<file path="config.mk">
export PLATFORM = sky130hd
export DESIGN_NAME = pipeline
export DESIGN_NICKNAME = d
export VERILOG_FILES = /design/src/logic/pip_types.sv /design/src/logic/ex_alu.sv /design/src/logic/id.sv /design/src/logic/ifetch.sv /design/src/logic/iss.sv /design/src/logic/pipeline.sv /design/src/logic/rfile.sv /design/src/logic/rob.sv
export VERILOG_INCLUDE_DIRS = /design/src /design/src/logic
export SDC_FILE = /design/constraint.sdc
export NUM_CORES = 2
export LEC_CHECK = 0
export ABC_AREA = 1
export BUFFER_PORTS_ARGS = -buffer_cell sky130_fd_sc_hd__buf_2
export CORE_ASPECT_RATIO = 0.9
export CORE_MARGIN = 2
export CORE_UTILIZATION = 55
export CTS_BUF_LIST = sky130_fd_sc_hd__clkbuf_8 sky130_fd_sc_hd__clkbuf_16
export DETAILED_ROUTE_END_ITERATION = 7
export GPL_TIMING_DRIVEN = 1
export HOLD_SLACK_MARGIN = 0.06
export PLACE_DENSITY = 0.71
export SLEW_MARGIN = 25
export SYNTH_ARGS = -nofsm -noshare
export SYNTH_HDL_FRONTEND = slang
export SYNTH_HIERARCHICAL = 1
export SYNTH_SLANG_ARGS = --single-unit
</file>
<file path="constraint.sdc">
create_clock -name clock -period 9.7 [get_ports clock]
set_input_delay 0.97 -clock clock [delete_from_list [all_inputs] [get_ports clock]]
set_output_delay 0.97 -clock clock [all_outputs]
set_load 0.05 [all_outputs]
</file>
<file path="src/logic/pip_config.svh">
`ifndef PIP_CONFIG_SVH
`define PIP_CONFIG_SVH

// Data path and address width
`define PIP_XLEN 32

// Architectural registers with r0 reading as zero
`define PIP_NREGS 32

// Reorder buffer depth as a power of two
`define PIP_ROB_DEPTH 8

// First fetch address after reset
`define PIP_RESET_PC 32'h0000_0000

`endif

</file>
<file path="src/logic/pip_types.sv">
`include "pip_config.svh"

package pip_types;

  typedef enum logic [5:0] {
    OP_RTYPE = 6'd0,
    OP_ADDI  = 6'd8,
    OP_ORI   = 6'd13,
    OP_LUI   = 6'd15
  } opcode_t;

  typedef enum logic [2:0] {
    ALU_ADD,
    ALU_SUB,
    ALU_AND,
    ALU_OR,
    ALU_SLT,
    ALU_LUI,
    ALU_NOP
  } alu_op_t;

  typedef logic [$clog2(`PIP_NREGS)-1:0] reg_idx_t;
  typedef logic [$clog2(`PIP_ROB_DEPTH)-1:0] rob_idx_t;

  // MIPS field layouts
  typedef struct packed {
    opcode_t     opcode;
    logic [4:0]  rs;
    logic [4:0]  rt;
    logic [4:0]  rd;
    logic [4:0]  shamt;
    logic [5:0]  funct;
  } r_fmt_t;

  typedef struct packed {
    opcode_t     opcode;
    logic [4:0]  rs;
    logic [4:0]  rt;
    logic [15:0] imm;
  } i_fmt_t;

  typedef union packed {
    r_fmt_t r;
    i_fmt_t i;
  } inst_u;

  typedef struct packed {
    logic                 valid;
    logic [`PIP_XLEN-1:0] pc;
    inst_u                word;
  } fetch_t;

  typedef struct packed {
    logic                 valid;
    alu_op_t              alu_op;
    reg_idx_t             src_a;
    reg_idx_t             src_b;
    logic                 b_is_imm;
    logic [`PIP_XLEN-1:0] imm;
    reg_idx_t             dest;
    logic                 dest_valid;
    rob_idx_t             slot;
  } dec_inst_t;

  typedef struct packed {
    logic     reserve;
    reg_idx_t dest;
    logic     dest_valid;
  } rob_alloc_t;

  typedef struct packed {
    rob_idx_t slot;
    reg_idx_t areg;
    reg_idx_t breg;
  } as_query_t;

  // Present marks an older writer of the register and valid marks its result done
  typedef struct packed {
    logic                 present;
    logic                 valid;
    logic [`PIP_XLEN-1:0] data;
  } as_operand_t;

  typedef struct packed {
    as_operand_t a;
    as_operand_t b;
  } as_result_t;

  typedef struct packed {
    logic                 valid;
    rob_idx_t             slot;
    logic [`PIP_XLEN-1:0] data;
  } ex_result_t;

  typedef struct packed {
    logic                 valid;
    reg_idx_t             dest;
    logic [`PIP_XLEN-1:0] data;
  } retire_t;

endpackage

</file>
<file path="src/logic/ex_alu.sv">
`timescale 1ns/1ns
`include "pip_config.svh"

module ex_alu (
  input  logic                  clock,
  input  logic                  arst_n,
  input  pip_types::dec_inst_t  inst,
  input  logic [`PIP_XLEN-1:0]  a,
  input  logic [`PIP_XLEN-1:0]  b,
  output pip_types::ex_result_t result
);

  logic [`PIP_XLEN-1:0] alu_out;

  always_comb begin
    case (inst.alu_op)
      pip_types::ALU_ADD: alu_out = a + b;
      pip_types::ALU_SUB: alu_out = a - b;
      pip_types::ALU_AND: alu_out = a & b;
      pip_types::ALU_OR:  alu_out = a | b;
      pip_types::ALU_SLT: alu_out = {{(`PIP_XLEN-1){1'b0}}, $signed(a) < $signed(b)};
      // Immediate already sits in the upper half
      pip_types::ALU_LUI: alu_out = b;
      default:            alu_out = '0;
    endcase
  end

  always_ff @(posedge clock or negedge arst_n) begin
    if (!arst_n) begin
      result <= '0;
    end else begin
      result.valid <= inst.valid;
      result.slot  <= inst.slot;
      result.data  <= alu_out;
    end
  end

endmodule

</file>
<file path="src/logic/id.sv">
`timescale 1ns/1ns
`include "pip_config.svh"

module id (
  input  logic                  clock,
  input  logic                  arst_n,
  input  pip_types::fetch_t     fetch,
  output logic                  stall,
  output pip_types::rob_alloc_t rob_alloc,
  input  pip_types::rob_idx_t   rob_tail,
  input  logic                  rob_full,
  input  logic                  iss_busy,
  output pip_types::dec_inst_t  inst
);

  localparam logic [5:0] FN_ADD = 6'h20;
  localparam logic [5:0] FN_SUB = 6'h22;
  localparam logic [5:0] FN_AND = 6'h24;
  localparam logic [5:0] FN_OR  = 6'h25;
  localparam logic [5:0] FN_SLT = 6'h2a;

  pip_types::inst_u     word;
  pip_types::dec_inst_t dec;

  assign word = fetch.word;

  always_comb begin
    dec        = '0;
    dec.slot   = rob_tail;
    dec.alu_op = pip_types::ALU_NOP;
    case (word.r.opcode)
      pip_types::OP_RTYPE: begin
        dec.src_a = word.r.rs;
        dec.src_b = word.r.rt;
        dec.dest  = word.r.rd;
        case (word.r.funct)
          FN_ADD:  dec.alu_op = pip_types::ALU_ADD;
          FN_SUB:  dec.alu_op = pip_types::ALU_SUB;
          FN_AND:  dec.alu_op = pip_types::ALU_AND;
          FN_OR:   dec.alu_op = pip_types::ALU_OR;
          FN_SLT:  dec.alu_op = pip_types::ALU_SLT;
          default: dec.alu_op = pip_types::ALU_NOP;
        endcase
      end
      pip_types::OP_ADDI: begin
        dec.alu_op = pip_types::ALU_ADD;
        dec.src_a  = word.i.rs;
        dec.dest   = word.i.rt;
        dec.imm    = {{(`PIP_XLEN-16){word.i.imm[15]}}, word.i.imm};
      end
      pip_types::OP_ORI: begin
        dec.alu_op = pip_types::ALU_OR;
        dec.src_a  = word.i.rs;
        dec.dest   = word.i.rt;
        dec.imm    = {{(`PIP_XLEN-16){1'b0}}, word.i.imm};
      end
      pip_types::OP_LUI: begin
        dec.alu_op = pip_types::ALU_LUI;
        dec.dest   = word.i.rt;
        dec.imm    = {word.i.imm, 16'h0000};
      end
      default: dec.alu_op = pip_types::ALU_NOP;
    endcase
    dec.b_is_imm = word.r.opcode != pip_types::OP_RTYPE;
    // No-ops carry no sources so they never wait on the ROB
    if (dec.alu_op == pip_types::ALU_NOP) begin
      dec.src_a = '0;
      dec.src_b = '0;
    end
    dec.dest_valid = (dec.alu_op != pip_types::ALU_NOP) && (dec.dest != '0);
  end

  assign stall                = iss_busy | rob_full;
  assign rob_alloc.reserve    = fetch.valid & ~stall;
  assign rob_alloc.dest       = dec.dest;
  assign rob_alloc.dest_valid = dec.dest_valid;

  // Issue takes this register whenever it is not busy
  always_ff @(posedge clock or negedge arst_n) begin
    if (!arst_n) begin
      inst <= '0;
    end else if (!iss_busy) begin
      inst       <= dec;
      inst.valid <= fetch.valid & ~rob_full;
    end
  end

endmodule

</file>
<file path="src/logic/ifetch.sv">
`timescale 1ns/1ns
`include "pip_config.svh"

module ifetch (
  input  logic                 clock,
  input  logic                 arst_n,
  output logic [`PIP_XLEN-1:0] cache_addr,
  output logic                 cache_rd,
  input  logic [`PIP_XLEN-1:0] cache_data,
  input  logic                 cache_waitrequest,
  input  logic                 stall,
  output pip_types::fetch_t    fetch
);

  logic                 run;
  logic [`PIP_XLEN-1:0] pc;
  logic                 accept;

  // Reads start one cycle after reset release
  assign cache_rd   = run & ~stall;
  assign cache_addr = pc;
  assign accept     = cache_rd & ~cache_waitrequest;

  always_ff @(posedge clock or negedge arst_n) begin
    if (!arst_n) begin
      run   <= 1'b0;
      pc    <= `PIP_RESET_PC;
      fetch <= '0;
    end else begin
      run <= 1'b1;
      if (accept) begin
        pc <= pc + `PIP_XLEN'(4);
      end
      // Fetch register holds while decode is stalled
      if (!stall) begin
        fetch.valid <= accept;
        fetch.pc    <= pc;
        fetch.word  <= cache_data;
      end
    end
  end

endmodule

</file>
<file path="src/logic/iss.sv">
`timescale 1ns/1ns
`include "pip_config.svh"

module iss (
  input  logic                  clock,
  input  logic                  arst_n,
  input  pip_types::dec_inst_t  inst,
  output logic                  busy,
  output pip_types::as_query_t  as_query,
  input  pip_types::as_result_t as_result,
  output pip_types::reg_idx_t   rd_addr_a,
  output pip_types::reg_idx_t   rd_addr_b,
  input  logic [`PIP_XLEN-1:0]  rd_data_a,
  input  logic [`PIP_XLEN-1:0]  rd_data_b,
  output pip_types::dec_inst_t  ex_inst,
  output logic [`PIP_XLEN-1:0]  ex_a,
  output logic [`PIP_XLEN-1:0]  ex_b
);

  pip_types::dec_inst_t held;
  logic                 a_ready;
  logic                 b_ready;
  logic                 ready;

  // Search the ROB for producers older than this instruction
  assign as_query.slot = held.slot;
  assign as_query.areg = held.src_a;
  assign as_query.breg = held.src_b;

  assign rd_addr_a = held.src_a;
  assign rd_addr_b = held.src_b;

  // ROB value wins over the register file when an older writer exists
  assign a_ready = ~as_result.a.present | as_result.a.valid;
  assign b_ready = held.b_is_imm | ~as_result.b.present | as_result.b.valid;
  assign ready   = a_ready & b_ready;
  assign busy    = held.valid & ~ready;

  assign ex_a = as_result.a.present ? as_result.a.data : rd_data_a;

  always_comb begin
    if (held.b_is_imm) begin
      ex_b = held.imm;
    end else if (as_result.b.present) begin
      ex_b = as_result.b.data;
    end else begin
      ex_b = rd_data_b;
    end
  end

  always_comb begin
    ex_inst       = held;
    ex_inst.valid = held.valid & ready;
  end

  always_ff @(posedge clock or negedge arst_n) begin
    if (!arst_n) begin
      held <= '0;
    end else if (!busy) begin
      held <= inst;
    end
  end

endmodule

</file>
<file path="src/logic/pipeline.sv">
`timescale 1ns/1ns
`include "pip_config.svh"

module pipeline (
  input  logic                 clock,
  input  logic                 arst_n,
  output logic [`PIP_XLEN-1:0] icache_addr,
  output logic                 icache_rd,
  input  logic [`PIP_XLEN-1:0] icache_data,
  input  logic                 icache_waitrequest,
  output pip_types::retire_t   retire
);

  pip_types::fetch_t     fetch;
  logic                  id_stall;
  pip_types::rob_alloc_t rob_alloc;
  pip_types::rob_idx_t   rob_tail;
  logic                  rob_full;
  logic                  iss_busy;
  pip_types::dec_inst_t  id_inst;
  pip_types::as_query_t  as_query;
  pip_types::as_result_t as_result;
  pip_types::reg_idx_t   rd_addr_a;
  pip_types::reg_idx_t   rd_addr_b;
  logic [`PIP_XLEN-1:0]  rd_data_a;
  logic [`PIP_XLEN-1:0]  rd_data_b;
  pip_types::dec_inst_t  ex_inst;
  logic [`PIP_XLEN-1:0]  ex_a;
  logic [`PIP_XLEN-1:0]  ex_b;
  pip_types::ex_result_t ex_result;

  ifetch ifetch_inst (
    .clock             (clock),
    .arst_n            (arst_n),
    .cache_addr        (icache_addr),
    .cache_rd          (icache_rd),
    .cache_data        (icache_data),
    .cache_waitrequest (icache_waitrequest),
    .stall             (id_stall),
    .fetch             (fetch)
  );

  id id_inst_u (
    .clock     (clock),
    .arst_n    (arst_n),
    .fetch     (fetch),
    .stall     (id_stall),
    .rob_alloc (rob_alloc),
    .rob_tail  (rob_tail),
    .rob_full  (rob_full),
    .iss_busy  (iss_busy),
    .inst      (id_inst)
  );

  iss iss_inst (
    .clock     (clock),
    .arst_n    (arst_n),
    .inst      (id_inst),
    .busy      (iss_busy),
    .as_query  (as_query),
    .as_result (as_result),
    .rd_addr_a (rd_addr_a),
    .rd_addr_b (rd_addr_b),
    .rd_data_a (rd_data_a),
    .rd_data_b (rd_data_b),
    .ex_inst   (ex_inst),
    .ex_a      (ex_a),
    .ex_b      (ex_b)
  );

  ex_alu ex_alu_inst (
    .clock  (clock),
    .arst_n (arst_n),
    .inst   (ex_inst),
    .a      (ex_a),
    .b      (ex_b),
    .result (ex_result)
  );

  rob rob_inst (
    .clock     (clock),
    .arst_n    (arst_n),
    .alloc     (rob_alloc),
    .tail      (rob_tail),
    .full      (rob_full),
    .as_query  (as_query),
    .as_result (as_result),
    .result    (ex_result),
    .retire    (retire)
  );

  rfile rfile_inst (
    .clock     (clock),
    .arst_n    (arst_n),
    .rd_addr_a (rd_addr_a),
    .rd_addr_b (rd_addr_b),
    .rd_data_a (rd_data_a),
    .rd_data_b (rd_data_b),
    .wr        (retire)
  );

endmodule

</file>
<file path="src/logic/rfile.sv">
`timescale 1ns/1ns
`include "pip_config.svh"

module rfile (
  input  logic                 clock,
  input  logic                 arst_n,
  input  pip_types::reg_idx_t  rd_addr_a,
  input  pip_types::reg_idx_t  rd_addr_b,
  output logic [`PIP_XLEN-1:0] rd_data_a,
  output logic [`PIP_XLEN-1:0] rd_data_b,
  input  pip_types::retire_t   wr
);

  logic [`PIP_XLEN-1:0] regs [`PIP_NREGS];

  always_ff @(posedge clock or negedge arst_n) begin
    if (!arst_n) begin
      for (int i = 0; i < `PIP_NREGS; i++) begin
        regs[i] <= '0;
      end
    end else if (wr.valid) begin
      regs[wr.dest] <= wr.data;
    end
  end

  // r0 is hardwired to zero
  assign rd_data_a = (rd_addr_a == '0) ? '0 : regs[rd_addr_a];
  assign rd_data_b = (rd_addr_b == '0) ? '0 : regs[rd_addr_b];

endmodule

</file>
<file path="src/logic/rob.sv">
`timescale 1ns/1ns
`include "pip_config.svh"

module rob (
  input  logic                  clock,
  input  logic                  arst_n,
  input  pip_types::rob_alloc_t alloc,
  output pip_types::rob_idx_t   tail,
  output logic                  full,
  input  pip_types::as_query_t  as_query,
  output pip_types::as_result_t as_result,
  input  pip_types::ex_result_t result,
  output pip_types::retire_t    retire
);

  localparam int DEPTH = `PIP_ROB_DEPTH;
  localparam int IW    = $clog2(DEPTH);

  typedef struct packed {
    pip_types::reg_idx_t  dest;
    logic                 dest_valid;
    logic [`PIP_XLEN-1:0] value;
  } entry_t;

  entry_t              mem [DEPTH];
  logic [DEPTH-1:0]    done;
  pip_types::rob_idx_t head;
  logic [IW:0]         count;
  logic                do_retire;

  assign full      = count == (IW+1)'(DEPTH);
  assign do_retire = (count != '0) && done[head];

  // Head retires once done and only register writers reach the register file
  assign retire.valid = do_retire & mem[head].dest_valid;
  assign retire.dest  = mem[head].dest;
  assign retire.data  = mem[head].value;

  // Youngest older writer wins as the walk goes from head toward the query slot
  always_comb begin
    pip_types::rob_idx_t idx;
    pip_types::rob_idx_t qoff;
    as_result = '0;
    qoff      = as_query.slot - head;
    for (int k = 0; k < DEPTH; k++) begin
      idx = head + IW'(k);
      if (k < int'(qoff) && mem[idx].dest_valid) begin
        if (mem[idx].dest == as_query.areg) begin
          as_result.a.present = 1'b1;
          as_result.a.valid   = done[idx];
          as_result.a.data    = mem[idx].value;
        end
        if (mem[idx].dest == as_query.breg) begin
          as_result.b.present = 1'b1;
          as_result.b.valid   = done[idx];
          as_result.b.data    = mem[idx].value;
        end
      end
    end
  end

  always_ff @(posedge clock or negedge arst_n) begin
    if (!arst_n) begin
      head  <= '0;
      tail  <= '0;
      count <= '0;
      done  <= '0;
    end else begin
      if (alloc.reserve) begin
        tail       <= tail + 1'b1;
        done[tail] <= 1'b0;
      end
      if (result.valid) begin
        done[result.slot] <= 1'b1;
      end
      if (do_retire) begin
        head <= head + 1'b1;
      end
      case ({alloc.reserve, do_retire})
        2'b10:   count <= count + 1'b1;
        2'b01:   count <= count - 1'b1;
        default: count <= count;
      endcase
    end
  end

  always_ff @(posedge clock) begin
    if (alloc.reserve) begin
      mem[tail].dest       <= alloc.dest;
      mem[tail].dest_valid <= alloc.dest_valid;
    end
    if (result.valid) begin
      mem[result.slot].value <= result.data;
    end
  end

endmodule
</file>
==> impl_metrics.py <==
metrics = {
    "drt": {
        "drcViolationCount": 0,
        "dr.first_iter.drc_count": 16782,
        "total_number_of_vias": 103177,
        "detail-route-antenna-nets": 0,
        "route.detailed.wl_per_inst_um": 24.4,
        "drt_pass1_iterations": 7,
        "dr_vias_cell": 6.18,
        "detailed_route_wire_length_um": 407000,
    },
    "place": {
        "hpwlAfterDp_um": 256000,
        "place.gp.congestion": 1.01,
        "placement.io_buffers": 103,
        "dpl-instance-area_sq_mm": 0.0999,
        "dp_worst_setup_slack_ps": 2170,
    },
    "clock_network": {
        "cts_repair_resize_count": 0,
        "postCtsSetupRepairBufs": 0,
        "skew_pair_late_insertion_delay_ps": 850,
        "cts_tree": "done",
        "cts-hold-fix-buffers": 0,
        "cts_clock_pin_slew_for_the_worst_setup_and_hold_paths_ps": 60,
        "clk_path_buf_depth": 3,
        "cts.htree.levels": 4,
        "cts.sink_count": 1546,
        "clock-root-buffer": "clkbuf_16",
        "cts_made_buffers": 168,
    },
    "critical_path": {
        "timing.reg2reg.setup_slack_ps": 1750,
        "worst_r2r_endpoint": "ex_alu_inst/result[27]$_DFF_PN0_",
        "worstSetupEndpoint": "icache_rd",
        "critical_path_buf_inv_count": 10,
        "cp_top_family": "buffers and inverters",
        "worstSetupStartpoint": "rob_inst/head[1]$_DFFE_PN0P_",
        "worst_r2r_path_depth": 30,
        "worst-endpoint-arrival_ps": 7510,
        "path_common_cell": "nand2_1",
        "cell_count_along_the_critical_path": 27,
        "worst_r2r_startpoint": "rob_inst/head[0]$_DFFE_PN0P_",
        "timing.critical_path.slowest_stage_cell": "ha_4",
        "worstPathMaxFanout": 91,
        "required_time_worst_endpoint_ps": 8730,
        "critical_path.startpoint_type": "register",
        "worstSetupEndpointType": "output port",
        "criticalPathCategory": "register to output port",
        "slowest_delay_ps": 840,
    },
    "yosys": {
        "avgSynthCellArea_sq_um": 6.69,
        "synth.cell_area_sq_mm": 0.0989,
        "netlist_instances": 14777,
        "ys.warnings.count": 6,
    },
    "run": {
        "timing.max_cap.violations": 0,
    },
    "die": {
        "start_util_pct": 55.4,
        "core_region_area_sq_mm": 0.179,
        "row_count": 147,
        "die_h_um": 406,
        "fp.dieW_um": 451,
        "design.die.area_sq_mm": 0.183,
        "floorplan.io_pins": 106,
    },
    "timing": {
        "slew_headroom_pct": 23.4,
        "unrepaired_setup_endpoints_after_global_routing": "false",
        "final.setup.tns_ps": 0,
        "finalSetupViolCount": 0,
        "timing.final.ws_setup_ps": 1220,
        "final.setup_skew_ps": 43.1,
        "report.final.hold_viol_count": 0,
        "post-route-period-util_pct": 87.4,
        "timing.final.max_slew_violations": 0,
        "worstMarginPinSlew_ps": 1150,
        "timing.final.crit_period_ps": 8480,
        "fmax_mhz": 118,
    },
    "power": {
        "pwr_per_cell_area_mw_per_mm2": 337,
        "ir_worst_vdd_mv": 0.335,
        "power_mw": 35.5,
        "total_leakage_power_nw": 48.9,
    },
    "global_routing": {
        "grt_antenna_before_repair": 24,
        "largest_net_degree_at_the_start_of_global_routing": 171,
        "globalRoute.totalOverflow": 0,
        "first_global_vias": 94488,
        "global_route.usage.total_pct": 43.4,
        "global_route_wire_length_before_repair_um": 601000,
    },
    "cells_and_area": {
        "final_nets": 14317,
        "fillerInstances": 16725,
        "area_growth_pct": 6.60,
        "post_route_cells_drive_above_1_share_pct": 5.69,
        "layout.cell_area.non_filler_sq_mm": 0.105,
    },
    "min_path": {
        "hold_path_class": "input pin to async pin",
    },
    "status": {
        "run_status": "finished clean",
    },
}
==> registers in the layout (all words and copies together), names as in the netlist, 4 cells and up <==
signal                  flops
ex_alu_inst/result         36
id_inst_u/inst             50
ifetch_inst/cache_addr     30
ifetch_inst/fetch          33
iss_inst/ex_inst           36
iss_inst/rd_addr_a          5
iss_inst/rd_addr_b          5
rfile_inst/regs          1024
rob_inst/count              4
rob_inst/done               8
rob_inst/mem              304
==> placed cells by master (no fill, tap or decap), drive strengths merged, types with 5 or more instances in the layout <==
master / count
and3: 5
clkinv: 50
bufinv: 9
edfxtp: 304
o31ai: 14
diode: 7
nand2: 5103
o211ai: 112
inv: 860
o22ai: 36
o21ai: 2021
ha: 109
nor3: 40
buf: 323
nand3: 1498
o21bai: 6
mux2i: 100
xor2: 45
nor2: 1740
dfrtp: 1242
xnor2: 5
clkinvlp: 11
nand3b: 5
clkbuf: 199
mux2: 32
a21oi: 384
nand4: 30
==> layout make-up <==
type | instances | area (sq um) | area share [%]
antenna | 7 | 17.5 | 0.0166
clock buffer | 199 | 4680 | 4.43
clock inverter | 108 | 883 | 0.838
inverter | 822 | 3150 | 2.99
multi-input combinational | 11308 | 51000 | 48.3
sequential | 1546 | 40300 | 38.2
tap | 2384 | 2980 | 2.83
timing repair buffer | 323 | 2530 | 2.40
==> metal layers <==
metal	track usage [%]	wire [um]
met5	0	141
met4	24.9	26900
met3	11.5	55100
met2	61.4	165000
met1	59.8	160000
==> report_power, final <==
group | internal [mW] | switching [mW] | leakage (nW)
registers | 8.32 | 1.33 | 19.5
clock network | 3.68 | 2.86 | 2.87
logic | 4.85 | 14.5 | 26.5
total | 16.8 | 18.6 | 48.9
==> through the flow <==
stage                     util, %  cells  hold slack, ps
after detailed placement     55.9  16383             424
after global placement       55.9  16383             437
final                        59.0  16697            56.2
after CTS                    59.0  16690             141
after global routing         59.0  16691             153
after floorplan                 -  14778             434
==> worst min path at each step <==
stage / start / slack, ps / cells after the start / endpoint
2_1_floorplan: id_inst_u/inst[55]$_DFFE_PN0N_ / 430 / 2 / iss_inst/held[55]$_DFFE_PN0N_
3_3_place_gp: iss_inst/as_query[10]$_DFFE_PN0N_ / 440 / 0 / ex_alu_inst/result[32]$_DFF_PN0_
3_5_place_dp: iss_inst/as_query[10]$_DFFE_PN0N_ / 420 / 0 / ex_alu_inst/result[32]$_DFF_PN0_
4_1_cts: arst_n / 140 / 1 / rfile_inst/regs[334]$_DFFE_PN0P_
5_1_grt: arst_n / 150 / 1 / rfile_inst/regs[334]$_DFFE_PN0P_
6_report: arst_n / 60 / 1 / rfile_inst/regs[334]$_DFFE_PN0P_
Note: power is estimated with default switching activity, not from simulation.
